[config.mk]
export PLATFORM = sky130hd
export DESIGN_NAME = wisc_pipe_top
export DESIGN_NICKNAME = d
export VERILOG_FILES = /design/src/hw/wisc_pkg.sv /design/src/hw/decode.sv /design/src/hw/execute.sv /design/src/hw/reg_file_bypass.sv /design/src/hw/wisc_pipe_top.sv /design/src/hw/writeback.sv
export SDC_FILE = /design/constraint.sdc
export NUM_CORES = 1
export LEC_CHECK = 0
export BUFFER_PORTS_ARGS = -buffer_cell sky130_fd_sc_hd__buf_2
export CAP_MARGIN = 20
export CORE_UTILIZATION = 55
export CTS_CLUSTER_SIZE = 25
export DETAILED_ROUTE_END_ITERATION = 8
export HOLD_SLACK_MARGIN = 0.08
export MAX_ROUTING_LAYER = met4
export PLACE_DENSITY_LB_ADDON = 0.1
export RECOVER_POWER = 25
export SYNTH_ARGS = -nofsm -noshare
export SYNTH_HDL_FRONTEND = slang
export SYNTH_SLANG_ARGS = --single-unit
[constraint.sdc]
create_clock -name clk -period 10.8 [get_ports clk]
set_input_delay 1.62 -clock clk [delete_from_list [all_inputs] [get_ports clk]]
set_output_delay 1.62 -clock clk [all_outputs]
set_load 0.02 [all_outputs]
[src/hw/wisc_pkg.sv]
// WISC pipeline package with data widths, ISA encodings and stage-to-stage structs
`default_nettype none

package wisc_pkg;

   //////////////////////////////////////////////////
   // Widths
   //////////////////////////////////////////////////

   // One data word, also used for instructions and PCs
   typedef logic [15:0] word_t;

   // Register number
   typedef logic [2:0] reg_idx_t;

   // Opcode field, instruction bits 15 to 11
   typedef logic [4:0] opcode_t;

   // Register file depth
   localparam int NUM_REGS = 8;

   //////////////////////////////////////////////////
   // ISA encodings
   //////////////////////////////////////////////////

   // Supported opcodes
   localparam opcode_t OP_HALT  = 5'b00000;
   localparam opcode_t OP_NOP   = 5'b00001;
   localparam opcode_t OP_ADDI  = 5'b01000;
   localparam opcode_t OP_SUBI  = 5'b01001;
   localparam opcode_t OP_XORI  = 5'b01010;
   localparam opcode_t OP_ANDNI = 5'b01011;
   localparam opcode_t OP_LBI   = 5'b11000;
   localparam opcode_t OP_RTYPE = 5'b11011;

   // R-format function field, instruction bits 1 to 0
   localparam logic [1:0] FUNC_ADD  = 2'b00;
   localparam logic [1:0] FUNC_SUB  = 2'b01;
   localparam logic [1:0] FUNC_XOR  = 2'b10;
   localparam logic [1:0] FUNC_ANDN = 2'b11;

   // ALU operation picked in decode
   typedef enum logic [2:0] {
      ALU_ADD,
      ALU_SUB,
      ALU_XOR,
      ALU_ANDN,
      ALU_PASS_B
   } alu_op_t;

   //////////////////////////////////////////////////
   // Pipeline structs
   //////////////////////////////////////////////////

   // Register file write, also the forwarding source
   typedef struct packed {
      logic     en;
      reg_idx_t idx;
      word_t    data;
   } reg_write_t;

   // Decode to execute
   typedef struct packed {
      logic     valid;
      word_t    incr_pc;
      word_t    r1;
      word_t    r2;
      reg_idx_t rs;
      reg_idx_t rt;
      word_t    imm;
      logic     use_imm;
      alu_op_t  alu_op;
      logic     reg_wrt;
      reg_idx_t dest;
      logic     halt;
      logic     err;
   } de_ex_t;

   // Execute to writeback
   typedef struct packed {
      logic     valid;
      word_t    incr_pc;
      reg_idx_t dest;
      word_t    result;
      logic     reg_wrt;
      logic     halt;
      logic     err;
   } ex_wb_t;

endpackage

`default_nettype wire

[src/hw/decode.sv]
// Decode stage, reads operands, classifies the instruction and fills the decode-to-execute register
`timescale 1ns/1ps
`default_nettype none

module decode (
   input  wire                        clk,
   input  wire                        rst_n,
   input  wire                        instr_valid,
   input  wire wisc_pkg::word_t       instruction,
   input  wire wisc_pkg::word_t       incr_pc,
   input  wire wisc_pkg::reg_write_t  wb_write,
   output wisc_pkg::de_ex_t           de_ex
);

   import wisc_pkg::*;

   // Instruction fields
   opcode_t    opcode;
   logic [1:0] func;
   reg_idx_t   rs;
   reg_idx_t   rt;

   // Operand values from the register file
   word_t r1;
   word_t r2;

   // Next content of the pipeline register
   de_ex_t de_ex_d;

   assign opcode = instruction[15:11];
   assign func   = instruction[1:0];
   assign rs     = instruction[10:8];
   assign rt     = instruction[7:5];

   //////////////////////////////////////////////////
   // Register file
   //////////////////////////////////////////////////

   // Writeback writes here, bypass covers the same-cycle write
   reg_file_bypass u_reg_file (
      .clk      (clk),
      .rst_n    (rst_n),
      .rd_idx1  (rs),
      .rd_idx2  (rt),
      .wr       (wb_write),
      .rd_data1 (r1),
      .rd_data2 (r2)
   );

   //////////////////////////////////////////////////
   // Instruction classification
   //////////////////////////////////////////////////

   always_comb begin
      // Defaults fit the 5-bit immediate forms
      de_ex_d         = '0;
      de_ex_d.valid   = instr_valid;
      de_ex_d.incr_pc = incr_pc;
      de_ex_d.r1      = r1;
      de_ex_d.r2      = r2;
      de_ex_d.rs      = rs;
      de_ex_d.rt      = rt;
      de_ex_d.imm     = {{11{instruction[4]}}, instruction[4:0]};
      de_ex_d.alu_op  = ALU_ADD;
      de_ex_d.dest    = instruction[7:5];

      case (opcode)
         OP_HALT:  de_ex_d.halt = 1'b1;
         OP_NOP:   de_ex_d.reg_wrt = 1'b0;
         OP_ADDI,
         OP_SUBI,
         OP_XORI,
         OP_ANDNI: begin
            // Low opcode bits line up with the ALU op order
            de_ex_d.use_imm = 1'b1;
            de_ex_d.reg_wrt = 1'b1;
            de_ex_d.alu_op  = alu_op_t'({1'b0, opcode[1:0]});
         end
         OP_LBI: begin
            // 8-bit immediate, destination in the rs slot
            de_ex_d.imm     = {{8{instruction[7]}}, instruction[7:0]};
            de_ex_d.use_imm = 1'b1;
            de_ex_d.reg_wrt = 1'b1;
            de_ex_d.alu_op  = ALU_PASS_B;
            de_ex_d.dest    = instruction[10:8];
         end
         OP_RTYPE: begin
            de_ex_d.reg_wrt = 1'b1;
            de_ex_d.dest    = instruction[4:2];
            case (func)
               FUNC_ADD:  de_ex_d.alu_op = ALU_ADD;
               FUNC_SUB:  de_ex_d.alu_op = ALU_SUB;
               FUNC_XOR:  de_ex_d.alu_op = ALU_XOR;
               FUNC_ANDN: de_ex_d.alu_op = ALU_ANDN;
               default:   de_ex_d.alu_op = ALU_ADD;
            endcase
         end
         // Anything else is unsupported
         default:  de_ex_d.err = 1'b1;
      endcase

      // Bubble carries no control
      if (!instr_valid) begin
         de_ex_d.reg_wrt = 1'b0;
         de_ex_d.halt    = 1'b0;
         de_ex_d.err     = 1'b0;
      end
   end

   //////////////////////////////////////////////////
   // Decode to execute register
   //////////////////////////////////////////////////

   always_ff @(posedge clk or negedge rst_n) begin
      if (!rst_n) begin
         de_ex <= '0;
      end else begin
         de_ex <= de_ex_d;
      end
   end

endmodule

`default_nettype wire

[src/hw/execute.sv]
// Execute stage, forwards the writeback result and runs the integer ALU
`timescale 1ns/1ps
`default_nettype none

module execute (
   input  wire wisc_pkg::de_ex_t      de_ex,
   input  wire wisc_pkg::reg_write_t  wb_write,
   output wisc_pkg::ex_wb_t           ex_res
);

   import wisc_pkg::*;

   // Forwarding hits per source register
   logic fwd_a;
   logic fwd_b;

   // Register value of rt after forwarding
   word_t rt_val;

   // ALU operands and result
   word_t op_a;
   word_t op_b;
   word_t result;

   //////////////////////////////////////////////////
   // Forwarding
   //////////////////////////////////////////////////

   // Writeback holds the one-older instruction
   assign fwd_a = wb_write.en && (wb_write.idx == de_ex.rs);
   assign fwd_b = wb_write.en && (wb_write.idx == de_ex.rt);

   // Operand A is always rs
   always_comb begin
      op_a = de_ex.r1;
      if (fwd_a) begin
         op_a = wb_write.data;
      end
   end

   // rt value before the immediate mux
   always_comb begin
      rt_val = de_ex.r2;
      if (fwd_b) begin
         rt_val = wb_write.data;
      end
   end

   // Immediate forms replace operand B
   assign op_b = de_ex.use_imm ? de_ex.imm : rt_val;

   //////////////////////////////////////////////////
   // ALU
   //////////////////////////////////////////////////

   // All results wrap at 16 bits
   always_comb begin
      case (de_ex.alu_op)
         ALU_ADD: begin
            result = op_a + op_b;
         end
         ALU_SUB: begin
            // Subtract convention of the ISA, B minus A
            result = op_b - op_a;
         end
         ALU_XOR: begin
            result = op_a ^ op_b;
         end
         ALU_ANDN: begin
            result = op_a & ~op_b;
         end
         ALU_PASS_B: begin
            // LBI
            result = op_b;
         end
         default: begin
            result = op_b;
         end
      endcase
   end

   //////////////////////////////////////////////////
   // Result to writeback
   //////////////////////////////////////////////////

   // Control and PC pass straight through
   always_comb begin
      ex_res.valid   = de_ex.valid;
      ex_res.incr_pc = de_ex.incr_pc;
      ex_res.dest    = de_ex.dest;
      ex_res.result  = result;
      ex_res.reg_wrt = de_ex.reg_wrt;
      ex_res.halt    = de_ex.halt;
      ex_res.err     = de_ex.err;
   end

endmodule

`default_nettype wire

[src/hw/reg_file_bypass.sv]
// Eight-entry register file, two read ports and one write port with write-to-read bypass
`timescale 1ns/1ps
`default_nettype none

module reg_file_bypass (
   input  wire                        clk,
   input  wire                        rst_n,
   input  wire wisc_pkg::reg_idx_t    rd_idx1,
   input  wire wisc_pkg::reg_idx_t    rd_idx2,
   input  wire wisc_pkg::reg_write_t  wr,
   output wisc_pkg::word_t            rd_data1,
   output wisc_pkg::word_t            rd_data2
);

   import wisc_pkg::*;

   // Register array, register 0 is ordinary storage
   word_t regs [NUM_REGS];

   // Bypass hits for each read port
   logic hit1;
   logic hit2;

   //////////////////////////////////////////////////
   // Write port
   //////////////////////////////////////////////////

   // All registers come up as zero
   always_ff @(posedge clk or negedge rst_n) begin
      if (!rst_n) begin
         for (int i = 0; i < NUM_REGS; i++) begin
            regs[i] <= '0;
         end
      end else if (wr.en) begin
         regs[wr.idx] <= wr.data;
      end
   end

   //////////////////////////////////////////////////
   // Read ports
   //////////////////////////////////////////////////

   // Same-cycle write to the index being read
   assign hit1 = wr.en && (wr.idx == rd_idx1);
   assign hit2 = wr.en && (wr.idx == rd_idx2);

   // Write data wins over the stored value
   assign rd_data1 = hit1 ? wr.data : regs[rd_idx1];
   assign rd_data2 = hit2 ? wr.data : regs[rd_idx2];

endmodule

`default_nettype wire

[src/hw/wisc_pipe_top.sv]
// Three-stage WISC pipeline slice, decode, execute and writeback
`timescale 1ns/1ps
`default_nettype none

module wisc_pipe_top (
   input  wire                      clk,
   input  wire                      rst_n,
   input  wire                      instr_valid,
   input  wire wisc_pkg::word_t     instruction,
   input  wire wisc_pkg::word_t     incr_pc,
   output logic                     retire_valid,
   output wisc_pkg::word_t          retire_pc,
   output wisc_pkg::reg_idx_t       retire_dest,
   output wisc_pkg::word_t          retire_data,
   output logic                     retire_wrt,
   output logic                     retire_err,
   output logic                     halted
);

   import wisc_pkg::*;

   // Stage links
   de_ex_t     de_ex;
   ex_wb_t     ex_res;
   // Writeback feeds both the register file and forwarding
   reg_write_t wb_write;

   decode u_decode (
      .clk         (clk),
      .rst_n       (rst_n),
      .instr_valid (instr_valid),
      .instruction (instruction),
      .incr_pc     (incr_pc),
      .wb_write    (wb_write),
      .de_ex       (de_ex)
   );

   execute u_execute (
      .de_ex    (de_ex),
      .wb_write (wb_write),
      .ex_res   (ex_res)
   );

   writeback u_writeback (
      .clk          (clk),
      .rst_n        (rst_n),
      .ex_res       (ex_res),
      .wb_write     (wb_write),
      .retire_valid (retire_valid),
      .retire_pc    (retire_pc),
      .retire_dest  (retire_dest),
      .retire_data  (retire_data),
      .retire_wrt   (retire_wrt),
      .retire_err   (retire_err),
      .halted       (halted)
   );

endmodule

`default_nettype wire

[src/hw/writeback.sv]
// Writeback stage, result register, register file write, retire ports and sticky halt
`timescale 1ns/1ps
`default_nettype none

module writeback (
   input  wire                      clk,
   input  wire                      rst_n,
   input  wire wisc_pkg::ex_wb_t    ex_res,
   output wisc_pkg::reg_write_t     wb_write,
   output logic                     retire_valid,
   output wisc_pkg::word_t          retire_pc,
   output wisc_pkg::reg_idx_t       retire_dest,
   output wisc_pkg::word_t          retire_data,
   output logic                     retire_wrt,
   output logic                     retire_err,
   output logic                     halted
);

   import wisc_pkg::*;

   // Result register
   ex_wb_t wb_q;

   // Frozen once halted
   always_ff @(posedge clk or negedge rst_n) begin
      if (!rst_n) begin
         wb_q <= '0;
      end else if (!halted) begin
         wb_q <= ex_res;
      end
   end

   // Sticky halt, set the cycle after HALT retires
   always_ff @(posedge clk or negedge rst_n) begin
      if (!rst_n) begin
         halted <= 1'b0;
      end else if (retire_valid && wb_q.halt) begin
         halted <= 1'b1;
      end
   end

   // Nothing retires or writes after halt
   assign retire_valid = wb_q.valid & ~halted;
   assign retire_wrt   = retire_valid & wb_q.reg_wrt;
   assign retire_err   = retire_valid & wb_q.err;
   assign retire_pc    = wb_q.incr_pc;
   assign retire_dest  = wb_q.dest;
   assign retire_data  = wb_q.result;

   // Register file write, also forwarded to execute
   always_comb begin
      wb_write.en   = retire_wrt;
      wb_write.idx  = wb_q.dest;
      wb_write.data = wb_q.result;
   end

endmodule

`default_nettype wire

# After elaboration in Yosys (flattened, before gate mapping)
# Cells that the tools add are included.
[word_totals]
ff_bits = 249
in_bits = 35
elab_cells = 100
[classes]
add_sub_neg = 2
n_lt_le_gt_ge = 4
eq_ne = 17
n_mux = 25
n_bitwise = 10
n_reduce_logical = 13
[op_table]
columns = ["op", "n"]
rows = [
  ["$mux W16", 11],
  ["$bwmux W128", 1],
  ["$bmux W16 S3", 2],
  ["$pmux W16 S4", 1],
  ["$demux W16 S3", 1],
  ["$eq A5 B4 Y1 const B", 4],
  ["$add A16 B16 Y16", 1],
  ["$and A16 B16 Y16", 1],
  ["$not A16 Y16", 1],
  ["$sub A16 B16 Y16", 1],
  ["$xor A16 B16 Y16", 1],
  ["$eq A3 B3 Y1", 4],
  ["$ge A4 B4 Y1 const B", 3],
  ["$not A3 Y4", 3],
  ["$pmux W3 S4", 1],
  ["$eq A5 B5 Y1 const B", 2],
  ["$pmux W3 S3", 1],
  ["$reduce_or A8 Y1", 1],
  ["$eq A3 B2 Y1 const B", 2],
  ["$logic_and A1 B1 Y1", 6],
  ["$pmux W3 S2", 1],
  ["$reduce_or A6 Y1", 1],
  ["$eq A5 B1 Y1 const B", 1],
  ["$logic_not A5 Y1", 1],
  ["12 further kinds", 19],
]

# Logic depth before layout (Yosys ltp)
[logic_depth]
word_depth = 9
depth_mapped = 19
ltp_nobuf = 18

# By module
# A second synthesis with hierarchy kept.
[unflattened]
cells_unflattened = 1108
hier_area_um2 = 14452.6
[by_module_without_submodules]
columns = ["module", "instances", "cells_each", "area_each_um2"]
rows = [
  ["reg_file_bypass", 1, 452, 7533.5],
  ["execute", 1, 386, 2628.8],
  ["decode", 1, 127, 2188.3],
  ["writeback", 1, 143, 2102.0],
]

# Worst setup path before layout
# No wires, ideal clock.
[synth_path]
path_kind = "reg2reg"
start = "register u_writeback.halted"
end = "register u_writeback.wb_q, in the netlist u_writeback.retire_data[14]"
setup_ps = 126
t_arrival_ps = 4356
required_ps = 10674
setup_slack_ps = 6318
stages_incl_launch_ff = 18
period_less_slack_ps = 4482
cell_sequence = "dfrtp_1 > clkbuf_1 > nand3b_4 > nor4_2 > clkbuf_1 > buf_2 > mux2_2 > xnor2_1 > ha_1 > nor2b_1 > o21ai_0 > a21boi_0 > o41ai_1 > o21ai_0 > nand3_1 > nand2_1 > xor2_1 > a221o_1"
[synth_between]
elab_chain_len = 9
[synth_rtl]
columns = ["element", "line", "source"]
rows = [
  ["start, declared", "writeback.sv:16", "output logic halted"],
  ["start signal, assigned", "writeback.sv:36", "halted <= 1'b0;"],
  ["start signal, assigned", "writeback.sv:38", "halted <= 1'b1;"],
  ["branches (longest 9 deep; another with $sub A16 B16 Y16)", "-", ""],
  ["end signal, assigned", "writeback.sv:29", "wb_q <= ex_res;"],
  ["end, declared", "writeback.sv:22", "ex_wb_t wb_q;"],
]
# Several ways; the timed one is not identified.
# A chain may end at the register's enable or synchronous reset.

# Worst setup path in the final report
[layout_path]
start = "register u_writeback.halted"
end = "output port retire_err"
[layout_between]
elab_chain_len = 3
[layout_rtl]
columns = ["element", "line", "source"]
rows = [
  ["$not A1 Y1", "writeback.sv:43", "assign retire_valid = wb_q.valid & ~halted;"],
  ["$and A1 B1 Y1", "writeback.sv:43", ""],
  ["$and A1 B1 Y1", "writeback.sv:45", "assign retire_err = retire_valid & wb_q.err;"],
  ["end, declared", "wisc_pipe_top.sv:16", "output logic retire_err,"],
]
# Every way passes these cells.

==> summary.txt <==
Logic synthesis
  • Ranking of synthesized cells by area: dfrtp_1, mux2_2, mux4_2
  • Number of synthesized flops with an enable pin: 0
  • Post-synth top area cell: dfrtp_1
  • Main synth FF type: dfrtp_1
  • Most common cell in the netlist: dfrtp_1
  • Mean Syn Cell Area: 12.1 um2
  • Synth unique cells: 54
  • Top-area cell type share of the netlist area: 45.9%
  • Sequential area share after synthesis: 45.9%
  • Mapped Cells: 1088
  • Ys async rst share: 100%
  • Syn_nets: 1154
  • Yosys reg bits: 241
  • Cell area after synthesis: 13100 um2
  • Post-synth top cells: dfrtp_1, mux2_2, nand2_1
  • YS warnings: 0

Timing
  • Clock skew: 0.0148 ns
  • Final Max Tran Viols: 78
  • RSZ-0062 raised after global routing: no
  • Setup TNS: 0 ns
  • Setup violations, final: 0
  • Worst Tran Pin Value: 2.97 ns
  • Crit share post-route: 48.4%
  • Hold Vio Cnt, Final: 0
  • Highest Clock Rate: 0.191 GHz
  • Fin Hold WS: 0.475 ns
  • Min cycle time layout: 5.22 ns
  • Max-slew headroom: -97.9%

Pwr
  • Pleak: 6.52 nW
  • Max VDD drop: 0.000151 V
  • Total power density per cell area: 264 nW/um2

Placement
  • Placed wire-length estimate: 18500 um
  • Final Wtd Congestion: 0.813
  • Post-Place Cells: 1385
  • Port bufs: 73

Setup path
  • Crit-path max FO: 60
  • Flop2flop setup slack: 6.18 ns
  • Worst path arrival time: 3.60 ns
  • CP Capture Type: output pin
  • Critical Path RT: 9.18 ns
  • Crit path kind: reg2out
  • Nature of the critical path startpoint: flip-flop

Clocking
  • Max clock buf depth: 3
  • Clk slew on worst S/H paths: 0.06 ns
  • Clk_lat worst skew: 0.53 ns
  • CTS tree: done
  • Cts bufs inserted: 26
  • Hold_buf cts: 0
  • Clock Tree Root: clkbuf_16
  • Post-CTS Setup Inserts: 0
  • Gates resized, CTS repair: 0
  • H-tree depth: 1
  • Clock Sinks: 241

Finish
  • Filler cell count: 1905
  • # nets final: 1160
  • Non-Filler Instances: 1428
  • Ant. Diodes: 0
  • Area Growth Syn to Fin: 8.43%
  • Share of cells above drive strength 1: 31.5%

Run
  • Max-capacitance violation count: 2

Die
  • Chip width: 157 um
  • Core area: 23500 um2
  • Initial Util: 56.0%
  • Chip height: 157 um
  • Row cnt: 56
  • I/O Pins: 74
  • Die area: 24500 um2

Global routing
  • Grt ovf: 0
  • Largest net degree at the start of global routing: 105
  • GRT Overall Usage: 26.2%
  • Antenna violations before repair: 0
  • First-pass GRT wire length: 47200 um
  • Number of global-route vias before repair: 8198

Detailed routing
  • Antenna Violating Nets Remaining: 0
  • # DRC: 0
  • 1st-iter DRT viols: 504
  • Vias: 8295
  • Avg Vias per Cell: 5.81
  • Detailed Route WL: 29900 um
  • Routed wire per std cell: 20.9 um
  • DRT Pass-1 Iters: 5

Run status
  • Failing checks: capacitance limit, slew limit
  • Status: finished with violations

Min path
  • Worst Hold Class: reg2reg
power breakdown:
group	switching (mW)	leakage (nW)	internal, mW
clock network	0.354	0.371	0.456
logic	0.783	2.99	0.753
registers	0.280	3.15	1.13
total	1.42	6.52	2.34
layout make-up:
type / instances / area, um2 / share of cell area (%)
well taps: 319 / 399 / 2.80
inverters: 40 / 150 / 1.05
clock inverters: 7 / 52.6 / 0.369
flip-flops and latches: 241 / 6030 / 42.4
clock buffers: 36 / 708 / 4.97
multi-input cells: 693 / 6410 / 45.0
repair buffers: 92 / 490 / 3.44
kinds of logic (layout without fill, tap and decap cells):
| family | after synthesis | count (layout) | synth area share [%] |
|---|---|---|---|
| AO/OA/AOI/OAI | 152 | 152 | 7.09 |
| XOR/XNOR | 40 | 40 | 2.67 |
| adder cells (fa/ha/maj) | 31 | 31 | 3.01 |
| buffers and inverters | 154 | 175 | 5.43 |
| flip-flops | 241 | 241 | 45.9 |
| multiplexers | 285 | 285 | 29.3 |
| AND/OR/NAND/NOR | 185 | 185 | 6.56 |
worst max-delay path, cell delays in order (launching register included):
cell and delay, ns:
dfrtp_2 0.35, clkbuf_1 2.10, nor2b_1 0.18, and2_1 0.29, buf_2 0.15
flip-flops by register name (all words and copies together), names as in the netlist:
name                      cells
u_decode.de_ex               73
u_writeback.retire_pc        16
u_decode.u_reg_file.regs    128
u_writeback.retire_data      16
u_writeback.wb_q              4
u_writeback.retire_dest       3
u_writeback.halted            1
cell usage in the layout, fill, tap and decap left out, types with 25 or more instances in the layout:
master / instances
buf_2: 65
o21ai_0: 75
mux2i_1: 62
mux2_2: 159
nand2_1: 97
inv_1: 40
mux4_2: 64
a21oi_1: 25
dfrtp_1: 240
nor2_1: 36
clkbuf_16: 26
ha_1: 30
through the flow:
| stage | util (%) | instance area, um2 | setup WS [ns] | power, mW |
|---|---|---|---|---|
| finish | 60.7 | 14200 | 5.58 | 3.76 |
| global route | 60.7 | 14200 | 5.18 | 4.02 |
| CTS | 60.9 | 14300 | 6.30 | 3.77 |
| detailed placement | 57.6 | 13500 | 6.35 | 2.94 |
| global placement | 57.6 | 13500 | 6.39 | 2.91 |
| floorplan | - | 13100 | 6.32 | 2.61 |
routing by layer:
metal / up-vias / wire length (um) / track usage (%) / part of all wire [%]
li1: 3888 / - / - / -
met3: 37 / 1160 / 3.43 / 3.9
met4: 0 / 495 / 5.84 / 1.7
met2: 154 / 14200 / 41.3 / 47
met1: 4216 / 14000 / 36.3 / 47
met5: - / 0 / - / 0
worst paths after layout:
| kind | start | end | depth (start not counted) |
|---|---|---|---|
| max | u_writeback.halted | retire_err | 4 |
| min | u_decode.de_ex[0] | u_writeback.wb_q[0] | 1 |
| max reg2reg | u_writeback.halted | u_writeback.retire_data[14] | 15 |
| min reg2reg | u_decode.de_ex[0] | u_writeback.wb_q[0] | 1 |
| max in group asynchronous | rst_n | u_decode.u_reg_file.regs[48] | 2 |
| min in group asynchronous | rst_n | u_decode.de_ex[64] | 1 |
(Power assumes the default switching activity.)
